### src/logic/pg_pkg.sv
package pg_pkg;

    ////////////////////
    // field widths
    localparam int KC_W    = 7;
    localparam int KF_W    = 6;
    localparam int PITCH_W = KC_W + KF_W;
    localparam int PMS_W   = 3;
    localparam int DT2_W   = 2;
    localparam int LFP_W   = 8;

    // integer part on top, 6-bit fraction below
    typedef logic [PITCH_W-1:0] pitch_t;

    ////////////////////
    // pitch limits
    // note 126 is the last legal code (note 127 falls outside a group)
    localparam pitch_t PITCH_MAX = {7'd126, 6'd63};
    localparam pitch_t PITCH_MIN = '0;

    // detune-2 offsets, indexed by DT2
    localparam logic [KC_W-1:0] DT2_INT_OFS [4] = '{7'd0, 7'd8, 7'd9, 7'd12};
    localparam logic [KF_W-1:0] DT2_FRAC_OFS [4] = '{6'd0, 6'd0, 6'd52, 6'd32};

    ////////////////////
    // stage payloads
    typedef struct packed {
        logic [KC_W-1:0]  kc;
        logic [KF_W-1:0]  kf;
        logic [PMS_W-1:0] pms;
        logic [DT2_W-1:0] dt2;
        logic [LFP_W-1:0] ex_lfp;
        // set when the deviation has to be subtracted
        logic             lfp_sign;
    } key_stage_t;

    typedef struct packed {
        pitch_t           pitch;
        logic [DT2_W-1:0] dt2;
    } pitch_stage_t;

endpackage

### src/logic/pg_stage_if.sv
`timescale 1ns/1ns

interface pg_stage_if #(
    parameter type PAYLOAD_T = logic
);

    // payload only meaningful while valid is high
    logic     valid;
    PAYLOAD_T data;

    modport src (
        output valid,
        output data
    );

    modport dst (
        input valid,
        input data
    );

endinterface

### src/logic/pg_key_input.sv
`timescale 1ns/1ns

module pg_key_input
    import pg_pkg::*;
#(
    parameter bit PIPE_VALID_RESET = 1'b0
) (
    input  logic              i_EMUCLK,
    input  logic              i_rst_n,
    input  logic              i_cen,
    input  logic              i_valid,
    input  logic [KC_W-1:0]   i_kc,
    input  logic [KF_W-1:0]   i_kf,
    input  logic [PMS_W-1:0]  i_pms,
    input  logic [DT2_W-1:0]  i_dt2,
    input  logic [LFP_W-1:0]  i_lfp,
    pg_stage_if.src           o_key
);

    logic             pms_max;
    logic [2:0]       lfp_w0;
    logic [2:0]       lfp_w1;
    logic             lfp_w2;
    logic [3:0]       lfp_wsum;
    logic [LFP_W-1:0] ex_lfp;
    key_stage_t       key_d;
    key_stage_t       key_q;
    logic             valid_q;

    ////////////////////
    // extended lfp
    assign pms_max = (i_pms == 3'd7);

    // weighted sum of the top magnitude bits
    assign lfp_w0 = pms_max ? i_lfp[6:4] : {1'b0, i_lfp[6:5]};
    assign lfp_w1 = pms_max ? {2'b00, i_lfp[6]} : 3'b000;
    assign lfp_w2 = pms_max ? ((i_lfp[6] & i_lfp[5]) | (i_lfp[5] & i_lfp[4])) :
                    (i_pms == 3'd6) ? (i_lfp[6] & i_lfp[5]) : 1'b0;

    assign lfp_wsum = {1'b0, lfp_w0} + {1'b0, lfp_w1} + {3'b000, lfp_w2};

    // pms 7 keeps one more weighted bit and one less raw bit
    assign ex_lfp = pms_max ? {lfp_wsum, i_lfp[3:0]} : {lfp_wsum[2:0], i_lfp[4:0]};

    always_comb begin
        key_d.kc       = i_kc;
        key_d.kf       = i_kf;
        key_d.pms      = i_pms;
        key_d.dt2      = i_dt2;
        key_d.ex_lfp   = ex_lfp;
        // negative lfp only matters with vibrato enabled
        key_d.lfp_sign = (i_pms != '0) & i_lfp[LFP_W-1];
    end

    ////////////////////
    // registers
    always_ff @(posedge i_EMUCLK) begin
        if (!i_rst_n) begin
            valid_q <= PIPE_VALID_RESET;
        end else if (i_cen) begin
            valid_q <= i_valid;
        end
    end

    always_ff @(posedge i_EMUCLK) begin
        if (i_cen) begin
            key_q <= key_d;
        end
    end

    assign o_key.valid = valid_q;
    assign o_key.data  = key_q;

endmodule

### src/logic/pg_vibrato_mod.sv
`timescale 1ns/1ns

module pg_vibrato_mod
    import pg_pkg::*;
#(
    parameter bit PIPE_VALID_RESET = 1'b0
) (
    input  logic     i_EMUCLK,
    input  logic     i_rst_n,
    input  logic     i_cen,
    pg_stage_if.dst  i_key,
    pg_stage_if.src  o_pitch
);

    key_stage_t       key_in;
    logic             neg;

    // stage 1
    logic [PITCH_W-1:0] dev;
    logic [KF_W:0]      frac_sum;
    logic [KC_W:0]      int_sum;
    logic [2:0]         ng_sum;
    pitch_t             s1_pitch;
    logic               s1_ovfl;
    logic               s1_ng_noadd;
    logic               s1_ng_ovfl;
    logic               s1_sign;
    logic [DT2_W-1:0]   s1_dt2;
    logic               s1_valid;

    // stage 2
    logic               add1;
    logic               sub1;
    logic [KC_W:0]      int_adj;
    pitch_t             s2_pitch;
    logic               s2_rovfl;
    logic               s2_ovfl;
    logic               s2_sub1;
    logic               s2_sign;
    logic [DT2_W-1:0]   s2_dt2;
    logic               s2_valid;

    // stage 3
    pitch_t             sat_pitch;
    pitch_stage_t       pitch_q;
    logic               valid_q;

    assign key_in = i_key.data;
    assign neg    = key_in.lfp_sign;

    ////////////////////
    // stage 1 deviation and add
    always_comb begin
        case (key_in.pms)
            3'd0: dev = '0;
            3'd1: dev = {11'b0, key_in.ex_lfp[6:5]};
            3'd2: dev = {10'b0, key_in.ex_lfp[6:4]};
            3'd3: dev = {9'b0, key_in.ex_lfp[6:3]};
            3'd4: dev = {8'b0, key_in.ex_lfp[6:2]};
            3'd5: dev = {7'b0, key_in.ex_lfp[6:1]};
            3'd6: dev = {4'b0, key_in.ex_lfp, 1'b0};
            3'd7: dev = {3'b0, key_in.ex_lfp, 2'b0};
        endcase
    end

    // two's complement subtract when the lfp is negative
    assign frac_sum = {1'b0, key_in.kf} + {1'b0, dev[KF_W-1:0] ^ {KF_W{neg}}} +
                      {{KF_W{1'b0}}, neg};
    assign int_sum  = {1'b0, key_in.kc} + {1'b0, dev[PITCH_W-1:KF_W] ^ {KC_W{neg}}} +
                      {{KC_W{1'b0}}, frac_sum[KF_W]};

    // same add on the note-group bits only, to see the group carry
    assign ng_sum = {1'b0, key_in.kc[1:0]} + {1'b0, dev[KF_W+1:KF_W] ^ {2{neg}}} +
                    {2'b00, frac_sum[KF_W]};

    ////////////////////
    // stage 2 note-group repair
    // positive: skip over note 3 of a group
    assign add1 = ((s1_pitch[KF_W+1:KF_W] == 2'd3) | s1_ng_ovfl) & ~s1_sign;
    // negative: borrow out of the group steps one more down
    assign sub1 = s1_sign & ~s1_ng_noadd & ~s1_ng_ovfl;

    assign int_adj = {1'b0, s1_pitch[PITCH_W-1:KF_W]} + {1'b0, {KC_W{sub1}}} +
                     {{KC_W{1'b0}}, add1};

    ////////////////////
    // stage 3 saturation
    always_comb begin
        sat_pitch = s2_pitch;
        if (!s2_sign) begin
            if (s2_ovfl || s2_rovfl) begin
                sat_pitch = PITCH_MAX;
            end
        end else if (!s2_ovfl || (s2_sub1 && !s2_rovfl)) begin
            // borrow out of the add or out of the -1 step
            sat_pitch = PITCH_MIN;
        end
    end

    always_ff @(posedge i_EMUCLK) begin
        if (!i_rst_n) begin
            s1_valid <= PIPE_VALID_RESET;
            s2_valid <= PIPE_VALID_RESET;
            valid_q  <= PIPE_VALID_RESET;
        end else if (i_cen) begin
            s1_valid <= i_key.valid;
            s2_valid <= s1_valid;
            valid_q  <= s2_valid;
        end
    end

    always_ff @(posedge i_EMUCLK) begin
        if (i_cen) begin
            s1_pitch    <= {int_sum[KC_W-1:0], frac_sum[KF_W-1:0]};
            s1_ovfl     <= int_sum[KC_W];
            s1_ng_noadd <= ~(dev[KF_W] | dev[KF_W+1]);
            s1_ng_ovfl  <= ng_sum[2];
            s1_sign     <= neg;
            s1_dt2      <= key_in.dt2;

            s2_pitch    <= {int_adj[KC_W-1:0], s1_pitch[KF_W-1:0]};
            s2_rovfl    <= int_adj[KC_W];
            s2_ovfl     <= s1_ovfl;
            s2_sub1     <= sub1;
            s2_sign     <= s1_sign;
            s2_dt2      <= s1_dt2;

            pitch_q.pitch <= sat_pitch;
            pitch_q.dt2   <= s2_dt2;
        end
    end

    assign o_pitch.valid = valid_q;
    assign o_pitch.data  = pitch_q;

endmodule

### src/logic/pg_detune2.sv
`timescale 1ns/1ns

module pg_detune2
    import pg_pkg::*;
#(
    parameter bit PIPE_VALID_RESET = 1'b0
) (
    input  logic     i_EMUCLK,
    input  logic     i_rst_n,
    input  logic     i_cen,
    pg_stage_if.dst  i_pitch,
    output logic     o_valid,
    output pitch_t   o_pitch
);

    pitch_stage_t     p_in;

    // stage 4
    logic [KF_W:0]    frac_sum;
    logic [KF_W:0]    s4_frac;
    logic [KC_W-1:0]  s4_int;
    logic [DT2_W-1:0] s4_dt2;
    logic             s4_valid;

    // stage 5
    logic [1:0]       ng_carry;
    logic [KC_W:0]    int_sum;
    logic [KC_W:0]    s5_int;
    logic [KF_W-1:0]  s5_frac;
    logic             s5_valid;

    // stage 6
    pitch_t           pitch_q;
    logic             valid_q;

    assign p_in = i_pitch.data;

    ////////////////////
    // stage 4 fraction offset
    assign frac_sum = {1'b0, p_in.pitch[KF_W-1:0]} + {1'b0, DT2_FRAC_OFS[p_in.dt2]};

    ////////////////////
    // stage 5 integer offset
    // carry of 2 jumps over the unused note at the top of a group
    always_comb begin
        if (s4_dt2 == 2'd2) begin
            // dt2=2 table is shifted by one note
            if (s4_frac[KF_W]) begin
                ng_carry = (s4_int[1:0] == 2'd0) ? 2'd1 : 2'd2;
            end else begin
                ng_carry = s4_int[1] ? 2'd1 : 2'd0;
            end
        end else begin
            if (s4_frac[KF_W]) begin
                ng_carry = s4_int[1] ? 2'd2 : 2'd1;
            end else begin
                ng_carry = 2'd0;
            end
        end
    end

    assign int_sum = {1'b0, s4_int} + {1'b0, DT2_INT_OFS[s4_dt2]} +
                     {{(KC_W-1){1'b0}}, ng_carry};

    ////////////////////
    // registers
    always_ff @(posedge i_EMUCLK) begin
        if (!i_rst_n) begin
            s4_valid <= PIPE_VALID_RESET;
            s5_valid <= PIPE_VALID_RESET;
            valid_q  <= PIPE_VALID_RESET;
        end else if (i_cen) begin
            s4_valid <= i_pitch.valid;
            s5_valid <= s4_valid;
            valid_q  <= s5_valid;
        end
    end

    always_ff @(posedge i_EMUCLK) begin
        if (i_cen) begin
            s4_frac <= frac_sum;
            s4_int  <= p_in.pitch[PITCH_W-1:KF_W];
            s4_dt2  <= p_in.dt2;

            // fraction carry already folded into ng_carry
            s5_int  <= int_sum;
            s5_frac <= s4_frac[KF_W-1:0];

            // stage 6 final clamp
            pitch_q <= s5_int[KC_W] ? PITCH_MAX : {s5_int[KC_W-1:0], s5_frac};
        end
    end

    assign o_valid = valid_q;
    assign o_pitch = pitch_q;

endmodule

### src/logic/pg_pitch_top.sv
`timescale 1ns/1ns

module pg_pitch_top
    import pg_pkg::*;
#(
    parameter bit PIPE_VALID_RESET = 1'b0
) (
    input  logic              i_EMUCLK,
    input  logic              i_rst_n,
    // phi1 enable
    input  logic              i_cen,

    input  logic              i_valid,
    input  logic [KC_W-1:0]   i_kc,
    input  logic [KF_W-1:0]   i_kf,
    input  logic [PMS_W-1:0]  i_pms,
    input  logic [DT2_W-1:0]  i_dt2,
    input  logic [LFP_W-1:0]  i_lfp,

    output logic              o_valid,
    output pitch_t            o_pitch
);

    ////////////////////
    // stage links
    pg_stage_if #(.PAYLOAD_T(key_stage_t))   key_if ();
    pg_stage_if #(.PAYLOAD_T(pitch_stage_t)) pitch_if ();

    // 1 cycle: key registers and extended lfp
    pg_key_input #(
        .PIPE_VALID_RESET (PIPE_VALID_RESET)
    ) u_key_input (
        .i_EMUCLK (i_EMUCLK),
        .i_rst_n  (i_rst_n),
        .i_cen    (i_cen),
        .i_valid  (i_valid),
        .i_kc     (i_kc),
        .i_kf     (i_kf),
        .i_pms    (i_pms),
        .i_dt2    (i_dt2),
        .i_lfp    (i_lfp),
        .o_key    (key_if.src)
    );

    // 3 cycles: vibrato add, group repair, saturation
    pg_vibrato_mod #(
        .PIPE_VALID_RESET (PIPE_VALID_RESET)
    ) u_vibrato_mod (
        .i_EMUCLK (i_EMUCLK),
        .i_rst_n  (i_rst_n),
        .i_cen    (i_cen),
        .i_key    (key_if.dst),
        .o_pitch  (pitch_if.src)
    );

    // 3 cycles: detune-2 and final clamp
    pg_detune2 #(
        .PIPE_VALID_RESET (PIPE_VALID_RESET)
    ) u_detune2 (
        .i_EMUCLK (i_EMUCLK),
        .i_rst_n  (i_rst_n),
        .i_cen    (i_cen),
        .i_pitch  (pitch_if.dst),
        .o_valid  (o_valid),
        .o_pitch  (o_pitch)
    );

endmodule

### config.mk
export PLATFORM = sky130hd
export DESIGN_NAME = pg_pitch_top
export DESIGN_NICKNAME = d
export VERILOG_FILES = /design/src/logic/pg_pkg.sv /design/src/logic/pg_stage_if.sv /design/src/logic/pg_key_input.sv /design/src/logic/pg_vibrato_mod.sv /design/src/logic/pg_detune2.sv /design/src/logic/pg_pitch_top.sv
export SDC_FILE = /design/constraint.sdc
export NUM_CORES = 1
export LEC_CHECK = 0
export ABC_AREA = 1
export BUFFER_PORTS_ARGS = -buffer_cell sky130_fd_sc_hd__buf_2
export CORE_MARGIN = 5
export CORE_UTILIZATION = 30
export CTS_CLUSTER_SIZE = 20
export DETAILED_ROUTE_END_ITERATION = 6
export PLACE_DENSITY = 0.52
export SETUP_SLACK_MARGIN = 0.4
export SLEW_MARGIN = 20
export SYNTH_ARGS = -nofsm -noshare
export SYNTH_HDL_FRONTEND = slang
export SYNTH_SLANG_ARGS = --single-unit
### constraint.sdc
create_clock -name i_EMUCLK -period 6.86 [get_ports i_EMUCLK]
set_input_delay 0.343 -clock i_EMUCLK [delete_from_list [all_inputs] [get_ports i_EMUCLK]]
set_output_delay 0.343 -clock i_EMUCLK [all_outputs]
set_load 0.03 [all_outputs]
==> results.py, run 1 <==
metrics = {
    "placement": {
        "post_dp_cell_area_um2": 6460,
        "hpwlAfterDp_mm": 6.22,
        "gp_congestion": 0.866,
        "port_buffers": 43,
        "post-place-cells": 767,
    },
    "floorplan": {
        "die_area_um2": 22800,
        "die_h_um": 151,
        "start_util": 0.305,
        "die_x_um": 151,
        "io_pins": 44,
        "row_count": 51,
        "coreArea_um2": 19500,
    },
    "synthesis": {
        "synth_flop_cell": "edfxtp_1",
        "ys_ff_latch": 130,
        "synthArstFlopShare": 0,
        "synth.cell_area_um2": 5960,
        "synth.area.top_cells": "edfxtp_1 62%, ha_1 5.2%, inv_1 3.6%, xor2_1 3.5%, nand2_1 2.8%",
        "synth_area_leader_cell": "edfxtp_1",
        "ys_seq_area_frac": 0.643,
        "postSynthCellCount": 465,
        "syn_nets": 528,
        "synth_area_per_cell_um2": 12.8,
        "synth_edf_count": 123,
        "synth_top_area_frac": 0.620,
        "synth_warnings": 0,
        "synthDistinctLibCells": 41,
    },
    "clock_network": {
        "htreeDepth": 4,
        "clkTransAtPathRegs_ns": 0.05,
        "cts_buffers": 17,
        "post_cts_buffers": 0,
        "cts_hold_buf": 0,
        "clock_latency_ns": 0.41,
        "clk_path_buf_depth": 2,
        "clkSinkCount": 130,
        "clock_tree.root_cell": "clkbuf_16",
        "tritoncts": "yes",
        "cts-resized-gates": 0,
    },
    "critical_path": {
        "critPathMaxStageDelay_ns": 0.69,
        "critPathKind": "reg -> reg",
        "crit_chain": "nand3_2 > o22ai_1 > nor2_1 > o21ai_1 > xor2_1 > ha_1 > a21oi_1 > o21ai_0 > a21oi_1 > o21bai_1 > fa_1 > fa_1 > nand3_1 > nand2_1 > nand2_1 > nand2_1 > a21oi_1 > xnor2_1",
        "start_kind": "register",
        "cp_top_family": "adder cells",
        "required_ns": 7.02,
        "critPathMaxFanout": 9,
        "worstPathArrival_ns": 4.08,
        "critPathBufInv": 0,
        "cpMaxStageDelayCell": "edfxtp_1",
        "worstSetupEndpointType": "register",
    },
    "finish": {
        "diodes": 0,
        "nFillCells": 1896,
        "drive_above_1_share": 0.215,
        "utilization": 0.363,
        "layout.nets": 584,
        "final_cells": 799,
        "area_growth_pct": 19.0,
        "final_area_um2": 7090,
    },
    "drt": {
        "wl_mm": 8.92,
        "via_per_inst": 4.33,
        "detail-route-antenna-nets": 0,
        "drt_iter0_markers": 166,
        "wire_per_inst_um": 11.2,
        "first_pass_iters": 4,
        "drc_errors": 0,
        "route.vias.total": 3463,
    },
    "global_routing": {
        "antenna_found_initial": 0,
        "grt_pass1_vias": 3496,
        "grt_start_max_net_pins": 89,
        "grt_pass1_wl_mm": 15.3,
        "gr-total-overflow": 0,
        "grtUsageTotal": 0.0860,
    },
    "power": {
        "power.leakage_nw": 2.88,
        "irDropWorstVdd_mv": 0.151,
        "p_per_area_nw_per_um2": 323,
        "power.total_w": 0.00229,
    },
    "status": {
        "status": "completed",
    },
    "sta": {
        "finalHoldViolations": 0,
        "grt_setup_unrepaired": "false",
        "slew_violations": 0,
        "min_period_ns": 3.92,
        "period_share": 0.572,
        "fin_setup_tns_ns": 0,
        "max_freq_ghz": 0.255,
        "worst_pin_slew_ns": 1.06,
        "setup-violations-final": 0,
        "relSlewSlack": 0.296,
        "clock_skew_ns": 0.00636,
    },
    "job": {
        "drv_cap": 0,
    },
    "worst_hold_path": {
        "hp-class": "in -> reg",
    },
}
[cells by family after synthesis]
family / count (synthesis) / synth area share
and+or+nand+nor: 131 / 0.115
DFF: 130 / 0.643
buffers and inverters: 71 / 0.0504
AOI/OAI and AO/OA: 70 / 0.0657
adders and majority gates: 33 / 0.0794
xor gates and xnor gates: 29 / 0.0439
muxes: 1 / 0.00168
[area by class of cell]
cell class / instances / area (um2) / share of cell area
sequential: 130 / 3830 / 0.541
multi-input combinational: 264 / 1830 / 0.258
clock buffer: 20 / 437 / 0.0616
tap: 265 / 332 / 0.0468
inverter: 64 / 250 / 0.0353
timing repair buffer: 44 / 225 / 0.0318
clock inverter: 12 / 181 / 0.0256
[cell usage in the layout (no fill, tap or decap), types with 6 or more instances in the layout]
cell type / Yosys / routed
a21oi_1: 21 / 21
buf_2: 1 / 42
clkbuf_16: 0 / 17
dfxtp_1: 7 / 7
edfxtp_1: 123 / 123
fa_1: 8 / 8
ha_1: 25 / 25
inv_1: 57 / 57
nand2_1: 44 / 44
nand3_1: 14 / 14
nand3_2: 7 / 7
nand4_1: 6 / 6
nor2_1: 33 / 33
o21ai_0: 26 / 26
o22ai_1: 10 / 10
or2_2: 14 / 14
xor2_1: 24 / 24
[final timing paths]
path                                          endpoint  slack [ns]  cells past startpoint                                  from
hold reg to reg      u_vibrato_mod.s1_dt2[0]$_DFFE_PP_        0.42                      0   u_key_input.o_key.data[9]$_DFFE_PP_
setup reg to reg  u_vibrato_mod.s1_pitch[12]$_DFFE_PP_        2.94                     18  u_key_input.o_key.data[11]$_DFFE_PP_
hold / removal    u_key_input.o_key.data[14]$_DFFE_PP_        0.11                      1                               i_kf[0]
setup / recovery  u_vibrato_mod.s1_pitch[12]$_DFFE_PP_        2.94                     18  u_key_input.o_key.data[11]$_DFFE_PP_
[layer usage]
layer	GRT usage	up-vias	part of all wire
met1	0.0926	1613	0.42
met5	0	-	0
met3	0.0389	21	0.060
li1	-	1737	-
met2	0.146	92	0.50
met4	0.0367	0	0.020
[per-stage QoR]
stage               worst slack [ns]  hold slack, ns
CTS                             2.91          0.0825
floorplan                       3.50           0.400
global placement                3.04           0.402
global route                    2.59          0.0797
finish                          2.94           0.109
detailed placement              2.92           0.405
[state kept, by name (all words and copies together) (netlist names), 6 cells and up]
signal / count
u_detune2.o_pitch: 13
u_detune2.s4_frac: 7
u_detune2.s4_int: 7
u_detune2.s5_frac: 6
u_detune2.s5_int: 8
u_key_input.o_key.data: 27
u_vibrato_mod.o_pitch.data: 15
u_vibrato_mod.s1_pitch: 13
u_vibrato_mod.s2_pitch: 13
[Yosys cell counts, types with 2 or more instances]
master	count
ha_1	25
xnor2_1	4
inv_2	4
inv_4	2
nand3_1	14
o21ai_0	26
nor2_1	33
o22ai_1	10
inv_1	57
dfxtp_1	7
o211ai_1	2
edfxtp_1	123
o21bai_1	2
a21oi_1	21
nand4_1	6
o21ai_1	3
buf_6	3
nor2_4	4
nand2_1	44
nand2_2	2
or2_2	14
nand3_4	2
fa_1	8
xor2_1	24
clkbuf_1	3
nand3_2	7
[power by group]
| part | internal (W) | leakage [nW] | switching (W) | total [W] |
|---|---|---|---|---|
| Clock | 0.000610 | 0.299 | 0.000323 | 0.000934 |
| Combinational | 0.000124 | 1.32 | 0.000187 | 0.000310 |
| Sequential | 0.00101 | 1.25 | 0.0000403 | 0.00105 |
| Total | 0.00174 | 2.88 | 0.000550 | 0.00229 |
(Power assumes the default switching activity.)
==> inputs of run 2 (changes only) <==
==> constraint.sdc (replaced) <==
create_clock -name i_EMUCLK -period 3.94 [get_ports i_EMUCLK]
set_input_delay 0.197 -clock i_EMUCLK [delete_from_list [all_inputs] [get_ports i_EMUCLK]]
set_output_delay 0.197 -clock i_EMUCLK [all_outputs]
set_load 0.03 [all_outputs]
==> run 2 against run 1 <==
  * Clock power rose by 58%
  * First-iteration DRC count fell by 22%
  * Worst hold slack got worse by 0.087 ns
  * Maximum frequency rose by 13%
  * Wire length rose by 1.8%
  * Utilization rose by 1.4 points
==> results.py, run 2 (synthesis results as in run 1) <==
metrics = {
    "global_routing": {
        "grt_pass1_wl_mm": 15.8,
        "grtUsageTotal": 0.0875,
        "gr-total-overflow": 0,
        "antenna_found_initial": 0,
        "grt_start_max_net_pins": 78,
        "grt_pass1_vias": 3633,
    },
    "sta": {
        "min_period_ns": 3.47,
        "clock_skew_ns": 0.00646,
        "max_freq_ghz": 0.288,
        "period_share": 0.882,
        "relSlewSlack": 0.389,
        "fin_setup_tns_ns": 0,
        "grt_setup_unrepaired": "true",
        "worst_pin_slew_ns": 0.917,
        "finalHoldViolations": 0,
        "slew_violations": 0,
        "setup-violations-final": 0,
    },
    "finish": {
        "layout_commonest_cell": "edfxtp_1",
        "final_area_um2": 7370,
        "diodes": 0,
        "layout.nets": 617,
        "area_growth_pct": 23.6,
        "largest_reg_flops": 27,
        "drive_above_1_share": 0.229,
        "mostFrequentLayoutCells": "123 x edfxtp_1, 57 x inv_1, 43 x nand2_1, 42 x buf_2, 33 x nor2_1",
    },
    "drt": {
        "route.vias.total": 3608,
        "via_per_inst": 4.34,
        "drt_iter0_markers": 129,
        "wl_mm": 9.09,
        "detail-route-antenna-nets": 0,
        "first_pass_iters": 4,
        "drc_errors": 0,
        "wire_per_inst_um": 10.9,
    },
    "clock_network": {
        "htreeDepth": 4,
        "clkSinkCount": 130,
        "clk_path_buf_depth": 2,
        "cts_buffers": 17,
        "clock_tree.root_cell": "clkbuf_16",
        "clkTransAtPathRegs_ns": 0.05,
        "clock_latency_ns": 0.41,
        "tritoncts": "yes",
    },
    "worst_hold_path": {
        "hp-class": "in -> reg",
    },
    "power": {
        "p_int_w": 0.00294,
        "switching_share": 0.244,
        "power.leakage_nw": 3.02,
        "irDropWorstVdd_mv": 0.296,
        "p_comb_frac": 0.152,
        "pwr-share-clk": 0.382,
        "power.switching_w": 0.000949,
        "p_per_area_nw_per_um2": 528,
        "pwr-share-seq": 0.466,
        "power.total_w": 0.00389,
    },
    "placement": {
        "post_dp_cell_area_um2": 6490,
        "hpwlAfterDp_mm": 6.32,
        "port_buffers": 43,
        "gp_congestion": 0.866,
    },
    "status": {
        "status": "completed",
    },
    "critical_path": {
        "required_ns": 4.09,
        "r2r_setup_slack_ns": 0.47,
        "critPathMaxFanout": 9,
        "start_kind": "register",
        "worstSetupEndpointType": "register",
        "setup.worst_path.end": "u_vibrato_mod.s1_pitch[12]$_DFFE_PP_",
        "setup.worst_path.start": "u_key_input.o_key.data[12]$_DFFE_PP_",
        "rr_worst_depth": 20,
        "reg2reg_from": "u_key_input.o_key.data[12]$_DFFE_PP_",
        "critPathKind": "reg -> reg",
        "worstPathArrival_ns": 3.63,
        "r2r-end": "u_vibrato_mod.s1_pitch[12]$_DFFE_PP_",
    },
    "floorplan": {
        "die_h_um": 151,
        "io_pins": 44,
        "row_count": 51,
        "die_area_um2": 22800,
        "start_util": 0.305,
        "die_x_um": 151,
        "coreArea_um2": 19500,
    },
    "job": {
        "drv_cap": 0,
    },
}
-- run 2: cell count changes in the layout (fill, tap and decap cells not counted), moves of 2 or more --
cell           previous run  this run
buf_4                     2        13
bufinv_16                 4         0
clkbuf_16                17        20
clkinv_4                  3         0
dlygate4sd3_1             0        21
fa_1                      8         6
fa_2                      0         2
inv_4                     2         5
-- run 2: metal layers --
metal / track usage / wire [um] / vias to the layer above
li1: - / - / 1800
met1: 0.0926 / 3650 / 1708
met2: 0.154 / 4800 / 85
met3: 0.0347 / 482 / 15
met4: 0.0372 / 157 / 0
met5: 0 / 0 / -
-- run 2: cell type report --
cell class | instances | area (um2)
Clock buffer | 25 | 529
Clock inverter | 7 | 42.5
Fill cell | 1900 | 12200
Inverter | 64 | 250
Multi-Input combinational cell | 264 | 1840
Sequential cell | 130 | 3830
Tap cell | 265 | 332
Timing Repair Buffer | 77 | 538
-- run 2: through the flow --
step           hold WS [ns]  setup WS (ns)  utilization  cells
5_1_grt              0.0108          0.220        0.377    832
3_3_place_gp          0.374          0.171        0.333    771
6_report             0.0216          0.466        0.377    832
3_5_place_dp          0.375         0.0624        0.333    771
4_1_cts            0.000498          0.417        0.376    831
2_1_floorplan         0.296          0.575            -    465
-- run 2: power groups by stage --
stage | Clock, W | Sequential (W) | Combinational [W]
global route | 0.00161 | 0.00183 | 0.000684
floorplan | 0 | 0.00185 | 0.000402
CTS | 0.00153 | 0.00181 | 0.000592
finish | 0.00148 | 0.00181 | 0.000592
global placement | 0 | 0.00185 | 0.000536
detailed placement | 0 | 0.00185 | 0.000548
-- run 2: what timing repair did --
| item | CTS | global route |
|---|---|---|
| hold endpoints to repair | 21 | 0 |
| gates resized for setup | 3 | 3 |
| endpoints found under the setup margin | 4 | 2 |
| hold buffers | 21 | 0 |
| pin swaps | 1 | 2 |
| cloned | 0 | 0 |
| buffers inserted | 7 | 1 |
-- run 2: critical path, stage by stage (launching register included) --
cell and delay, ns:
edfxtp_1 0.41, buf_12 0.17, nor2_4 0.11, nand2_2 0.09
o22ai_2 0.12, nor2_1 0.07, o21ai_1 0.09, xor2_1 0.17
ha_1 0.27, a21oi_1 0.12, o21ai_1 0.10, a21oi_1 0.15
o21bai_1 0.09, fa_2 0.36, fa_2 0.38, nand3_1 0.10
nand2_1 0.08, nand2_1 0.07, nand2_1 0.06, a21oi_2 0.13
xnor2_1 0.07
-- run 2: worst min path at each step --
stage / endpoint / slack, ns / from / cells after the start
after CTS: u_key_input.o_key.valid$_SDFFE_PN0P_ / 0.0005 / i_valid / 3
final: u_key_input.o_key.valid$_SDFFE_PN0P_ / 0.02 / i_valid / 3
after floorplan: u_key_input.o_key.data[10]$_DFFE_PP_ / 0.30 / i_dt2[1] / 0
after detailed placement: u_key_input.o_key.data[3]$_DFFE_PP_ / 0.38 / i_lfp[2] / 1
after global routing: u_key_input.o_key.data[13]$_DFFE_PP_ / 0.01 / i_pms[2] / 1
after global placement: u_key_input.o_key.data[4]$_DFFE_PP_ / 0.37 / i_lfp[3] / 1
==> inputs of run 3 (changes only) <==
--- a/config.mk
+++ b/config.mk
@@ -5,13 +5,12 @@
 export SDC_FILE = /design/constraint.sdc
 export NUM_CORES = 1
 export LEC_CHECK = 0
-export ABC_AREA = 1
 export BUFFER_PORTS_ARGS = -buffer_cell sky130_fd_sc_hd__buf_2
 export CORE_MARGIN = 5
 export CORE_UTILIZATION = 30
 export CTS_CLUSTER_SIZE = 20
 export DETAILED_ROUTE_END_ITERATION = 6
-export PLACE_DENSITY = 0.52
+export PLACE_DENSITY = 0.53
 export SETUP_SLACK_MARGIN = 0.4
 export SLEW_MARGIN = 20
 export SYNTH_ARGS = -nofsm -noshare
==> run 3 against run 2 <==
  * Combinational power rose by 6.9%
  * Clock-buffer cell count is 8 lower
  * Sequential cell count did not move
  * Critical path depth shrank 3
  * Critical endpoint unchanged
==> results.py, run 3 <==
metrics = {
    "status": {
        "status": "completed",
    },
    "synthesis": {
        "synth.cell_area_um2": 5860,
        "yosysMostFrequentCell": "edfxtp_1",
        "ys_ff_latch": 130,
        "synth_edf_count": 123,
        "synth_area_leader_cell": "edfxtp_1",
        "synth_flop_cell": "edfxtp_1",
        "synth_warnings": 0,
        "ys_seq_area_frac": 0.654,
        "postSynthCellCount": 418,
        "synth.area.top_cells": "edfxtp_1 63%, ha_1 5.3%, fa_1 2.7%, mux2i_1 2.7%, xnor2_1 2.7%",
        "synthDistinctLibCells": 45,
        "synthArstFlopShare": 0,
        "syn_nets": 481,
        "ys_top_cells_by_count": "123 x edfxtp_1, 41 x nand2_1, 25 x ha_1, 20 x a21oi_1, 19 x inv_1",
        "synth_top_area_frac": 0.630,
        "synth_area_per_cell_um2": 14.0,
    },
    "drt": {
        "drc_errors": 0,
        "wire_per_inst_um": 11.7,
        "wl_met2_mm": 4.73,
        "routedLengthMet1_mm": 3.76,
        "first_pass_iters": 4,
        "route.vias.total": 3456,
        "drt_iter0_markers": 150,
        "via_per_inst": 4.38,
        "wl_mm": 9.27,
        "dr_wl_met3_um": 461,
        "maxUsedRoutingLayer": "met4",
        "detail-route-antenna-nets": 0,
    },
    "finish": {
        "layout_commonest_cell": "edfxtp_1",
        "nFillCells": 1831,
        "utilization": 0.383,
        "mostFrequentLayoutCells": "123 x edfxtp_1, 42 x buf_2, 41 x nand2_1, 25 x ha_1, 21 x buf_4",
        "largest_reg_flops": 27,
        "area_growth_pct": 26.3,
        "drive_above_1_share": 0.250,
        "diodes": 0,
        "final_cells": 789,
        "layout.nets": 574,
    },
    "clock_network": {
        "clkSinkCount": 130,
        "htreeDepth": 4,
        "clock_latency_ns": 0.41,
        "cts_buffers": 17,
        "clk_path_buf_depth": 2,
        "clkTransAtPathRegs_ns": 0.06,
        "clock_tree.root_cell": "clkbuf_16",
        "tritoncts": "yes",
    },
    "floorplan": {
        "die_x_um": 150,
        "start_util": 0.303,
        "coreArea_um2": 19300,
        "die_area_um2": 22400,
        "io_pins": 44,
        "die_h_um": 150,
        "row_count": 51,
    },
    "power": {
        "power.total_w": 0.00404,
        "irDropWorstVdd_mv": 0.320,
        "p_per_area_nw_per_um2": 545,
        "power.leakage_nw": 2.93,
    },
    "placement": {
        "gp_congestion": 0.777,
        "port_buffers": 43,
        "place_ws_ns": -0.0733,
        "hpwlAfterDp_mm": 6.19,
        "post-place-cells": 724,
    },
    "job": {
        "drv_cap": 0,
    },
    "sta": {
        "setup_ws_ns": 0.144,
        "slew_violations": 0,
        "clock_skew_ns": 0.0108,
        "fin_setup_tns_ns": 0,
        "setup-violations-final": 0,
        "max_freq_ghz": 0.263,
        "period_share": 0.964,
        "min_period_ns": 3.80,
        "relSlewSlack": 0.436,
        "worst_pin_slew_ns": 0.845,
        "grt_setup_unrepaired": "true",
        "finalHoldViolations": 0,
    },
    "global_routing": {
        "grtUsageTotal": 0.0914,
        "antenna_found_initial": 0,
        "gr-total-overflow": 0,
        "grt_start_max_net_pins": 67,
        "grt_pass1_wl_mm": 16.2,
        "grt_pass1_vias": 3503,
    },
    "critical_path": {
        "worstSetupEndpointType": "register",
        "reg2reg_from": "u_key_input.o_key.data[12]$_DFFE_PP_",
        "required_ns": 4.10,
        "rr_worst_depth": 17,
        "r2r-end": "u_vibrato_mod.s1_pitch[12]$_DFFE_PP_",
        "worstPathArrival_ns": 3.95,
        "start_kind": "register",
        "critPathMaxFanout": 7,
        "critPathKind": "reg -> reg",
        "r2r_setup_slack_ns": 0.14,
    },
    "worst_hold_path": {
        "whs_endpoint": "u_key_input.o_key.data[11]$_DFFE_PP_",
        "hp-class": "in -> reg",
        "worstHoldStart": "i_pms[0]",
        "min_path_cells": 1,
    },
}
[run 3: layer usage]
metal  GRT usage  up-vias
met3      0.0312       24
li1            -     1723
met4      0.0512        0
met1       0.102     1636
met5           0        -
met2       0.153       73
[run 3: layout make-up]
class / instances / area [um2] / share of cell area
flip-flops and latches: 130 / 3830 / 0.517
multi-input cells: 258 / 1970 / 0.265
repair buffers: 85 / 601 / 0.0811
clock buffers: 17 / 425 / 0.0574
well taps: 265 / 332 / 0.0447
clock inverters: 15 / 180 / 0.0243
inverters: 19 / 71.3 / 0.00963
[run 3: timing repair]
item / in CTS / in global routing
setup endpoints to repair: 4 / 6
hold buffers: 19 / 0
gates resized for setup: 11 / 5
pin swaps: 10 / 9
hold endpoints to repair: 19 / 0
setup buffers: 10 / 4
[run 3: logic make-up after synthesis]
family | after synthesis | share of synthesized area
buf+inv | 30 | 0.0211
mux | 19 | 0.0331
flops | 130 | 0.654
fa+ha+maj | 33 | 0.0806
compound gates | 67 | 0.0745
xor+xnor | 27 | 0.0403
simple gates | 112 | 0.0967
[run 3: worst max-delay path by stage]
stage | from | to | slack [ns] | depth (start not counted)
global route | u_key_input.o_key.data[11]$_DFFE_PP_ | u_vibrato_mod.s1_pitch[12]$_DFFE_PP_ | -0.08 | 17
detailed placement | u_key_input.o_key.data[12]$_DFFE_PP_ | u_vibrato_mod.s1_pitch[12]$_DFFE_PP_ | -0.07 | 18
finish | u_key_input.o_key.data[12]$_DFFE_PP_ | u_vibrato_mod.s1_pitch[12]$_DFFE_PP_ | 0.14 | 17
floorplan | u_key_input.o_key.data[12]$_DFFE_PP_ | u_vibrato_mod.s1_pitch[12]$_DFFE_PP_ | 0.18 | 19
global placement | u_key_input.o_key.data[12]$_DFFE_PP_ | u_vibrato_mod.s1_pitch[12]$_DFFE_PP_ | 0.01 | 18
CTS | u_key_input.o_key.data[12]$_DFFE_PP_ | u_vibrato_mod.s1_pitch[12]$_DFFE_PP_ | 0.15 | 18
[run 3: worst max-delay path, cell delays in order, from the launching register on]
cell and delay [ns]:
edfxtp_1 0.45, buf_6 0.18, mux2i_2 0.28, o21ai_1 0.09
a21oi_1 0.18, xnor2_1 0.14, ha_1 0.29, inv_2 0.11
o21bai_1 0.09, a21o_1 0.18, a21o_1 0.18, fa_2 0.35
fa_2 0.35, a21o_1 0.17, a21oi_2 0.18, o21bai_1 0.08
a21oi_1 0.16, xnor2_1 0.08
[run 3: power breakdown]
part	switching [W]	internal, W	leakage, nW
combinational	0.000329	0.000305	1.38
clock	0.000594	0.00100	0.299
sequential	0.0000674	0.00174	1.25
total	0.000991	0.00305	2.93
[run 3: through the flow]
| stage | hold slack [ns] | area [um2] |
|---|---|---|
| 2_1_floorplan | 0.296 | 5900 |
| 6_report | 0.0262 | 7410 |
| 5_1_grt | 0.00259 | 7410 |
| 3_5_place_dp | 0.375 | 6450 |
| 4_1_cts | 0.00212 | 7350 |
| 3_3_place_gp | 0.374 | 6450 |
